<file path="config.mk">
export PLATFORM = sky130hd
export DESIGN_NAME = dbg_apb_top
export DESIGN_NICKNAME = d
export VERILOG_FILES = /design/src/source/bus_pkg.sv /design/src/source/dbg_pkg.sv /design/src/source/apb_req_bridge.sv /design/src/source/req_fifo.sv /design/src/source/dm_reg_bank.sv /design/src/source/dbg_apb_top.sv
export SDC_FILE = /design/constraint.sdc
export NUM_CORES = 1
export LEC_CHECK = 0
export BUFFER_PORTS_ARGS = -buffer_cell sky130_fd_sc_hd__buf_2
export CAP_MARGIN = 20
export CORE_ASPECT_RATIO = 0.8
export CORE_MARGIN = 4
export CORE_UTILIZATION = 42
export CTS_BUF_LIST = sky130_fd_sc_hd__clkbuf_8
export CTS_CLUSTER_DIAMETER = 60
export DETAILED_ROUTE_END_ITERATION = 10
export GPL_TIMING_DRIVEN = 1
export SYNTH_ARGS = -nofsm -noshare
export SYNTH_HDL_FRONTEND = slang
export SYNTH_SLANG_ARGS = --single-unit
export TNS_END_PERCENT = 100
</file>
<file path="constraint.sdc">
create_clock -name s_soc_clk -period 11.4 [get_ports s_soc_clk]
set_input_delay 0.57 -clock s_soc_clk [delete_from_list [all_inputs] [get_ports s_soc_clk]]
set_output_delay 0.57 -clock s_soc_clk [all_outputs]
set_load 0.005 [all_outputs]
</file>
<file path="src/source/bus_pkg.sv">
// bus widths and request/response structs shared by the APB bridge, request FIFO and register bank
package bus_pkg;

  // **********************************************************************
  // bus widths
  // **********************************************************************

  localparam int unsigned BUS_ADDR_W = 32;
  localparam int unsigned BUS_DATA_W = 32;
  localparam int unsigned BUS_BE_W   = BUS_DATA_W / 8;

  // **********************************************************************
  // word request, one per APB transfer
  // **********************************************************************

  typedef struct packed {
    logic [BUS_ADDR_W-1:0] addr;
    logic                  we;
    logic [BUS_BE_W-1:0]   be;
    logic [BUS_DATA_W-1:0] wdata;
  } per_req_t;

  // response returned by the bank
  typedef struct packed {
    logic [BUS_DATA_W-1:0] rdata;
    logic                  err;
  } per_resp_t;

endpackage

</file>
<file path="src/source/dbg_pkg.sv">
// debug register map and hart-info word definitions used by the register bank and its testbench
package dbg_pkg;

  // **********************************************************************
  // register map, byte addresses
  // **********************************************************************

  localparam logic [31:0] DATA_BASE_ADDR = 32'h0000_0000;
  localparam logic [31:0] HARTINFO_ADDR  = 32'h0000_0040;

  // where the data registers sit in the hart's memory map
  localparam logic [11:0] DM_DATA_ADDR = 12'h380;

  // **********************************************************************
  // hart-info word
  // **********************************************************************

  typedef struct packed {
    logic [7:0]  zero1;
    logic [3:0]  nscratch;
    logic [2:0]  zero0;
    logic        dataaccess;
    logic [3:0]  datasize;
    logic [11:0] dataaddr;
  } hartinfo_fields_t;

  // same word, seen as fields or as the raw bus value
  typedef union packed {
    hartinfo_fields_t fields;
    logic [31:0]      raw;
  } hartinfo_u;

  // two scratch regs, data regs memory mapped
  localparam hartinfo_fields_t HARTINFO_FIELDS = '{
    zero1:      8'h00,
    nscratch:   4'd2,
    zero0:      3'd0,
    dataaccess: 1'b1,
    datasize:   4'd2,
    dataaddr:   DM_DATA_ADDR
  };

  localparam hartinfo_u HARTINFO_VALUE = hartinfo_u'(HARTINFO_FIELDS);

endpackage

</file>
<file path="src/source/apb_req_bridge.sv">
// APB slave that turns each APB transfer into one word request and completes it with pready
`timescale 1ns/1ps

module apb_req_bridge
  import bus_pkg::*;
(
  input  logic                  s_soc_clk,
  input  logic                  s_soc_rstn,
  input  logic                  psel_i,
  input  logic                  penable_i,
  input  logic                  pwrite_i,
  input  logic [BUS_ADDR_W-1:0] paddr_i,
  input  logic [BUS_DATA_W-1:0] pwdata_i,
  input  logic [BUS_BE_W-1:0]   pstrb_i,
  output logic [BUS_DATA_W-1:0] prdata_o,
  output logic                  pready_o,
  output logic                  pslverr_o,
  output per_req_t              req_o,
  output logic                  req_valid_o,
  input  logic                  req_ready_i,
  input  per_resp_t             resp_i,
  input  logic                  resp_valid_i,
  output logic                  resp_ready_o
);

  typedef enum logic [1:0] {
    st_idle,
    st_issue,
    st_wait
  } state_e;

  state_e                state_q;
  logic                  pready_q;
  logic                  pslverr_q;
  logic [BUS_DATA_W-1:0] prdata_q;

  // APB keeps address and data stable from setup to the end of access
  assign req_o.addr  = paddr_i;
  assign req_o.we    = pwrite_i;
  assign req_o.be    = pstrb_i;
  assign req_o.wdata = pwdata_i;

  assign req_valid_o  = (state_q == st_issue);
  assign resp_ready_o = (state_q == st_wait);

  // **********************************************************************
  // transfer controller
  // **********************************************************************

  always_ff @(posedge s_soc_clk or negedge s_soc_rstn) begin
    if (!s_soc_rstn) begin
      state_q   <= st_idle;
      pready_q  <= 1'b0;
      pslverr_q <= 1'b0;
      prdata_q  <= '0;
    end else begin
      pready_q  <= 1'b0;
      pslverr_q <= 1'b0;
      case (state_q)
        st_idle: begin
          // setup phase seen, request goes out in the first access cycle
          if (psel_i && !penable_i) begin
            state_q <= st_issue;
          end
        end
        st_issue: begin
          if (req_ready_i) begin
            state_q <= st_wait;
          end
        end
        st_wait: begin
          if (resp_valid_i) begin
            prdata_q  <= resp_i.rdata;
            pslverr_q <= resp_i.err;
            pready_q  <= 1'b1;
            state_q   <= st_idle;
          end
        end
        default: begin
          state_q <= st_idle;
        end
      endcase
    end
  end

  assign prdata_o  = prdata_q;
  assign pready_o  = pready_q;
  assign pslverr_o = pslverr_q;

endmodule

</file>
<file path="src/source/req_fifo.sv">
// valid/ready FIFO of word requests between the APB bridge and the register bank
`timescale 1ns/1ps

module req_fifo
  import bus_pkg::*;
#(
  parameter int unsigned FIFO_DEPTH = 2
) (
  input  logic     s_soc_clk,
  input  logic     s_soc_rstn,
  input  per_req_t in_i,
  input  logic     in_valid_i,
  output logic     in_ready_o,
  output per_req_t out_o,
  output logic     out_valid_o,
  input  logic     out_ready_i
);

  localparam int unsigned PTR_W = (FIFO_DEPTH > 1) ? $clog2(FIFO_DEPTH) : 1;
  localparam int unsigned CNT_W = $clog2(FIFO_DEPTH + 1);

  per_req_t         mem_q [FIFO_DEPTH];
  logic [PTR_W-1:0] wr_ptr_q;
  logic [PTR_W-1:0] rd_ptr_q;
  logic [CNT_W-1:0] count_q;
  logic             push;
  logic             pop;

  assign in_ready_o  = (count_q != CNT_W'(FIFO_DEPTH));
  assign out_valid_o = (count_q != '0);
  // head shown straight from storage
  assign out_o       = mem_q[rd_ptr_q];

  assign push = in_valid_i & in_ready_o;
  assign pop  = out_valid_o & out_ready_i;

  // request storage
  always_ff @(posedge s_soc_clk) begin
    if (push) begin
      mem_q[wr_ptr_q] <= in_i;
    end
  end

  always_ff @(posedge s_soc_clk or negedge s_soc_rstn) begin
    if (!s_soc_rstn) begin
      wr_ptr_q <= '0;
      rd_ptr_q <= '0;
      count_q  <= '0;
    end else begin
      if (push) begin
        wr_ptr_q <= (wr_ptr_q == PTR_W'(FIFO_DEPTH - 1)) ? '0 : wr_ptr_q + 1'b1;
      end
      if (pop) begin
        rd_ptr_q <= (rd_ptr_q == PTR_W'(FIFO_DEPTH - 1)) ? '0 : rd_ptr_q + 1'b1;
      end
      // simultaneous push and pop leaves the count alone
      if (push && !pop) begin
        count_q <= count_q + 1'b1;
      end else if (pop && !push) begin
        count_q <= count_q - 1'b1;
      end
    end
  end

endmodule

</file>
<file path="src/source/dm_reg_bank.sv">
// debug data/scratch register bank with byte enables and a read-only hart-info word
`timescale 1ns/1ps

module dm_reg_bank
  import bus_pkg::*;
  import dbg_pkg::*;
#(
  parameter int unsigned N_DATA_WORDS = 4
) (
  input  logic      s_soc_clk,
  input  logic      s_soc_rstn,
  input  per_req_t  req_i,
  input  logic      req_valid_i,
  output logic      req_ready_o,
  output per_resp_t resp_o,
  output logic      resp_valid_o,
  input  logic      resp_ready_i
);

  localparam int unsigned IDX_W = (N_DATA_WORDS > 1) ? $clog2(N_DATA_WORDS) : 1;

  logic [BUS_DATA_W-1:0] data_q [N_DATA_WORDS];
  logic                  resp_valid_q;
  per_resp_t             resp_q;
  per_resp_t             resp_d;

  logic                  accept;
  logic [29:0]           word_addr;
  logic [29:0]           data_off;
  logic [IDX_W-1:0]      data_idx;
  logic                  data_hit;
  logic                  info_hit;

  // one response held at a time
  assign req_ready_o = !resp_valid_q;
  assign accept      = req_valid_i & req_ready_o;

  // **********************************************************************
  // address decode, word granular
  // **********************************************************************

  assign word_addr = req_i.addr[BUS_ADDR_W-1:2];
  // wraps to a large value below the base, so one compare covers the range
  assign data_off  = word_addr - DATA_BASE_ADDR[31:2];
  assign data_hit  = (data_off < 30'(N_DATA_WORDS));
  assign data_idx  = data_off[IDX_W-1:0];
  assign info_hit  = (word_addr == HARTINFO_ADDR[31:2]);

  always_comb begin
    resp_d.rdata = '0;
    resp_d.err   = 1'b0;
    if (data_hit) begin
      if (!req_i.we) begin
        resp_d.rdata = data_q[data_idx];
      end
    end else if (info_hit) begin
      // hart-info is read only
      if (req_i.we) begin
        resp_d.err = 1'b1;
      end else begin
        resp_d.rdata = HARTINFO_VALUE.raw;
      end
    end else begin
      resp_d.err = 1'b1;
    end
  end

  // **********************************************************************
  // data and scratch words
  // **********************************************************************

  always_ff @(posedge s_soc_clk or negedge s_soc_rstn) begin
    if (!s_soc_rstn) begin
      for (int i = 0; i < N_DATA_WORDS; i++) begin
        data_q[i] <= '0;
      end
    end else if (accept && req_i.we && data_hit) begin
      for (int b = 0; b < BUS_BE_W; b++) begin
        if (req_i.be[b]) begin
          data_q[data_idx][8*b +: 8] <= req_i.wdata[8*b +: 8];
        end
      end
    end
  end

  // response one cycle after accept, held until taken
  always_ff @(posedge s_soc_clk or negedge s_soc_rstn) begin
    if (!s_soc_rstn) begin
      resp_valid_q <= 1'b0;
    end else if (accept) begin
      resp_valid_q <= 1'b1;
    end else if (resp_ready_i) begin
      resp_valid_q <= 1'b0;
    end
  end

  always_ff @(posedge s_soc_clk) begin
    if (accept) begin
      resp_q <= resp_d;
    end
  end

  assign resp_o       = resp_q;
  assign resp_valid_o = resp_valid_q;

endmodule

</file>
<file path="src/source/dbg_apb_top.sv">
// top level of the APB debug-register path: bridge, request FIFO and register bank
`timescale 1ns/1ps

module dbg_apb_top
  import bus_pkg::*;
#(
  parameter int unsigned FIFO_DEPTH   = 2,
  parameter int unsigned N_DATA_WORDS = 4
) (
  input  logic                  s_soc_clk,
  input  logic                  s_soc_rstn,
  input  logic                  psel_i,
  input  logic                  penable_i,
  input  logic                  pwrite_i,
  input  logic [BUS_ADDR_W-1:0] paddr_i,
  input  logic [BUS_DATA_W-1:0] pwdata_i,
  input  logic [BUS_BE_W-1:0]   pstrb_i,
  output logic [BUS_DATA_W-1:0] prdata_o,
  output logic                  pready_o,
  output logic                  pslverr_o
);

  // bridge to FIFO
  per_req_t  br_req;
  logic      br_req_valid;
  logic      br_req_ready;

  // FIFO to bank
  per_req_t  fifo_req;
  logic      fifo_req_valid;
  logic      fifo_req_ready;

  // bank back to bridge
  per_resp_t bank_resp;
  logic      bank_resp_valid;
  logic      bank_resp_ready;

  apb_req_bridge i_apb_req_bridge (
    .s_soc_clk    (s_soc_clk),
    .s_soc_rstn   (s_soc_rstn),
    .psel_i       (psel_i),
    .penable_i    (penable_i),
    .pwrite_i     (pwrite_i),
    .paddr_i      (paddr_i),
    .pwdata_i     (pwdata_i),
    .pstrb_i      (pstrb_i),
    .prdata_o     (prdata_o),
    .pready_o     (pready_o),
    .pslverr_o    (pslverr_o),
    .req_o        (br_req),
    .req_valid_o  (br_req_valid),
    .req_ready_i  (br_req_ready),
    .resp_i       (bank_resp),
    .resp_valid_i (bank_resp_valid),
    .resp_ready_o (bank_resp_ready)
  );

  req_fifo #(
    .FIFO_DEPTH (FIFO_DEPTH)
  ) i_req_fifo (
    .s_soc_clk   (s_soc_clk),
    .s_soc_rstn  (s_soc_rstn),
    .in_i        (br_req),
    .in_valid_i  (br_req_valid),
    .in_ready_o  (br_req_ready),
    .out_o       (fifo_req),
    .out_valid_o (fifo_req_valid),
    .out_ready_i (fifo_req_ready)
  );

  dm_reg_bank #(
    .N_DATA_WORDS (N_DATA_WORDS)
  ) i_dm_reg_bank (
    .s_soc_clk    (s_soc_clk),
    .s_soc_rstn   (s_soc_rstn),
    .req_i        (fifo_req),
    .req_valid_i  (fifo_req_valid),
    .req_ready_o  (fifo_req_ready),
    .resp_o       (bank_resp),
    .resp_valid_o (bank_resp_valid),
    .resp_ready_i (bank_resp_ready)
  );

endmodule

</file>
==> flow_metrics.py <==
metrics = {
    "run_status": {
        "status": "complete, no violations",
    },
    "timing": {
        "fin_crit_sh": 0.3257,
        "maxSlewHeadroom": 0.2968,
        "hold_viol_final": 0,
        "slew_violations": 0,
        "worst_slew_pin_slew_ns": 1.055,
        "fin_crit_ns": 3.714,
        "rsz0062_at_grt": "false",
        "fin_tns_setup_ns": 0,
        "finClkSkew_ns": 0.02158,
        "report.final.setup_viol": 0,
        "fmax_mhz": 269.3,
    },
    "critical_path": {
        "worstPathArrival_ns": 4.16,
        "path_class": "reg2reg",
        "reg2reg_depth": 6,
        "crit_required_ns": 11.84,
        "path_max_fanout": 41,
        "startpoint": "i_req_fifo.rd_ptr_q",
        "worst_r2r_endpoint": "i_dm_reg_bank.data_q[92]",
        "r2r_start": "i_req_fifo.rd_ptr_q",
        "cp-start-kind": "flip-flop",
        "reg2reg_slack_ns": 7.69,
        "crit_path_end_kind": "flip-flop",
    },
    "floorplan": {
        "io_pins": 107,
        "rows": 58,
        "die_w_um": 207.5,
        "fp.coreArea_um2": 31420,
        "die_h_um": 167.6,
        "dieArea_um2": 34780,
        "initial_utilization": 0.4256,
    },
    "synthesis": {
        "syn_avg_cell_area_um2": 16.63,
        "synthArstFlopShare": 0.5030,
        "synth_nets": 878,
        "synth_edf_count": 167,
        "yosysWarningCount": 0,
        "yosysSeqAreaShare": 0.6912,
        "syn_area_um2": 13370,
        "synth.distinct_cells": 44,
        "synth_ff_type": "dfrtp_1",
        "synth_seq_cells": 336,
        "synth_cells": 804,
    },
    "cts": {
        "clock_path_buffers": 3,
        "cts_resized": 0,
        "cts_setup_buffers": 0,
        "ctsHoldBuffers": 0,
        "path_clk_slew_ns": 0.06,
        "cts_tree": "done",
        "cts_inserted_buffers": 52,
        "clk_latency_ns": 0.57,
        "clock_sinks": 336,
        "cts-root-buf": "clkbuf_8",
        "h-tree-depth": 2,
    },
    "global_route": {
        "grt_use_total": 0.1533,
        "grt_pass1_vias": 7557,
        "antenna_found_initial": 2,
        "overflow": 0,
        "grt_first_pass_wirelength_um": 42470,
        "grt_max_degree": 95,
    },
    "place": {
        "gp_congestion": 0.7142,
        "dpl_cell_area_um2": 14370,
        "io_buffer_count": 104,
        "dpl.cell_count": 1313,
        "place_hpwl_um": 15920,
    },
    "min_path": {
        "hold_class": "in2async",
    },
    "route": {
        "ant_nets": 0,
        "drcViolationCount": 0,
        "post_drt_wl_per_cell_um": 18.56,
        "dr.pass1.iters": 4,
        "drtIter0Drc": 335,
        "drt_wl_total_um": 26130,
        "viasPerCell": 4.947,
        "num_vias": 6965,
    },
    "finish": {
        "nets": 1022,
        "final_cell_mix": "dfrtp_1 (168), edfxtp_1 (167), mux2_2 (163), nand2_1 (121), buf_2 (103)",
        "area_delta_synth_final_pct": 15.29,
        "nFillCells": 2763,
        "drive_above_1_share": 0.4241,
        "layout_commonest_cell": "dfrtp_1",
        "diodes": 0,
        "final_cells": 1408,
        "final_area_um2": 15420,
    },
    "power_and_ir_drop": {
        "p_leak_uw": 0.006635,
        "ir_worst_vdd_mv": 0.1102,
        "pwr_density_cell_nw_per_um2": 203.1,
    },
    "run": {
        "maxCapViolCount": 0,
    },
}
synth_stat cells, drive strengths merged (2+ instances only):
cell type | instances | area share
a21boi | 6 | 0.0034
and2 | 2 | 0.00094
and2b | 16 | 0.010
buf | 10 | 0.0052
clkbuf | 15 | 0.0057
dfrtp | 169 | 0.32
edfxtp | 167 | 0.37
inv | 3 | 0.00084
mux2 | 163 | 0.14
mux2i | 8 | 0.0069
mux4 | 26 | 0.044
nand2 | 121 | 0.034
nand3 | 18 | 0.0067
nand4 | 2 | 0.00094
nor2 | 11 | 0.0031
nor2b | 11 | 0.0051
nor3 | 17 | 0.018
nor3b | 3 | 0.0021
nor4 | 10 | 0.0058
o2111ai | 4 | 0.0045
o21ai | 2 | 0.00075
or3 | 3 | 0.0014
xnor2 | 3 | 0.0020
xor2 | 2 | 0.0013
power by group:
group | internal (µW) | switching, µW
combinational | 218 | 393
clock | 536 | 454
sequential | 1460 | 66.9
metrics by stage:
stage                     setup WS, ns    util  hold slack [ns]  power [µW]
final                            7.686  0.4907          0.06686        3132
after global routing             7.400  0.4907           0.1177        3309
after CTS                        7.601  0.4900          0.08454        3186
after detailed placement         7.643  0.4572           0.4265        2179
after global placement           7.599  0.4572           0.4257        2169
after floorplan                  7.069       -           0.2744        1942
how the worst max path moves through the flow:
| stage | depth (start not counted) | slack, ns | endpoint |
|---|---|---|---|
| 2_1_floorplan | 3 | 7.07 | i_req_fifo.mem_q[0][0] |
| 3_3_place_gp | 6 | 7.60 | i_dm_reg_bank.data_q[71] |
| 3_5_place_dp | 6 | 7.64 | i_dm_reg_bank.data_q[88] |
| 4_1_cts | 6 | 7.60 | i_dm_reg_bank.data_q[70] |
| 5_1_grt | 6 | 7.40 | i_dm_reg_bank.data_q[66] |
| 6_report | 6 | 7.69 | i_dm_reg_bank.data_q[92] |
registers in the layout, indices dropped and copies added, names as in the netlist:
| signal | cells |
|---|---|
| i_apb_req_bridge.prdata_o | 32 |
| i_apb_req_bridge.pready_o | 1 |
| i_apb_req_bridge.pslverr_o | 1 |
| i_apb_req_bridge.state_q | 2 |
| i_dm_reg_bank.data_q | 128 |
| i_dm_reg_bank.resp_o | 33 |
| i_dm_reg_bank.resp_valid_o | 1 |
| i_req_fifo.count_q | 2 |
| i_req_fifo.mem_q | 134 |
| i_req_fifo.rd_ptr_q | 1 |
| i_req_fifo.wr_ptr_q | 1 |
per-layer routing:
metal	routed length, µm	track usage
met5	26	0
met4	537	0.03966
met3	1339	0.03840
met2	11100	0.2268
met1	13130	0.2289
area by class of cell:
| cell class | count | area [µm²] | area share |
|---|---|---|---|
| flip-flops and latches | 336 | 9245 | 0.5996 |
| multi-input cells | 439 | 3979 | 0.2581 |
| clock buffers | 62 | 853.3 | 0.05534 |
| repair buffers | 115 | 621.8 | 0.04033 |
| well taps | 420 | 525.5 | 0.03408 |
| clock inverters | 32 | 178.9 | 0.01160 |
| inverters | 4 | 15.01 | 0.0009738 |
kinds of logic (layout without fill, tap and decap cells):
group | Yosys count | in the layout | synth area share
DFF | 336 | 336 | 0.6912
and+or+nand+nor | 220 | 220 | 0.09243
muxes | 197 | 197 | 0.1880
buffers and inverters | 29 | 213 | 0.01207
AOI/OAI and AO/OA | 16 | 16 | 0.01216
xor gates and xnor gates | 5 | 5 | 0.003275
adders and majority gates | 1 | 1 | 0.0009354
critical path, cell delays in order (launching register included):
cell	delay (ns)
dfrtp_2	0.49
buf_4	0.61
mux2i_4	0.54
nor3b_2	0.45
o2111ai_2	0.30
nor3_2	0.74
mux2_2	0.41
Note: power is estimated with default switching activity, not from simulation.
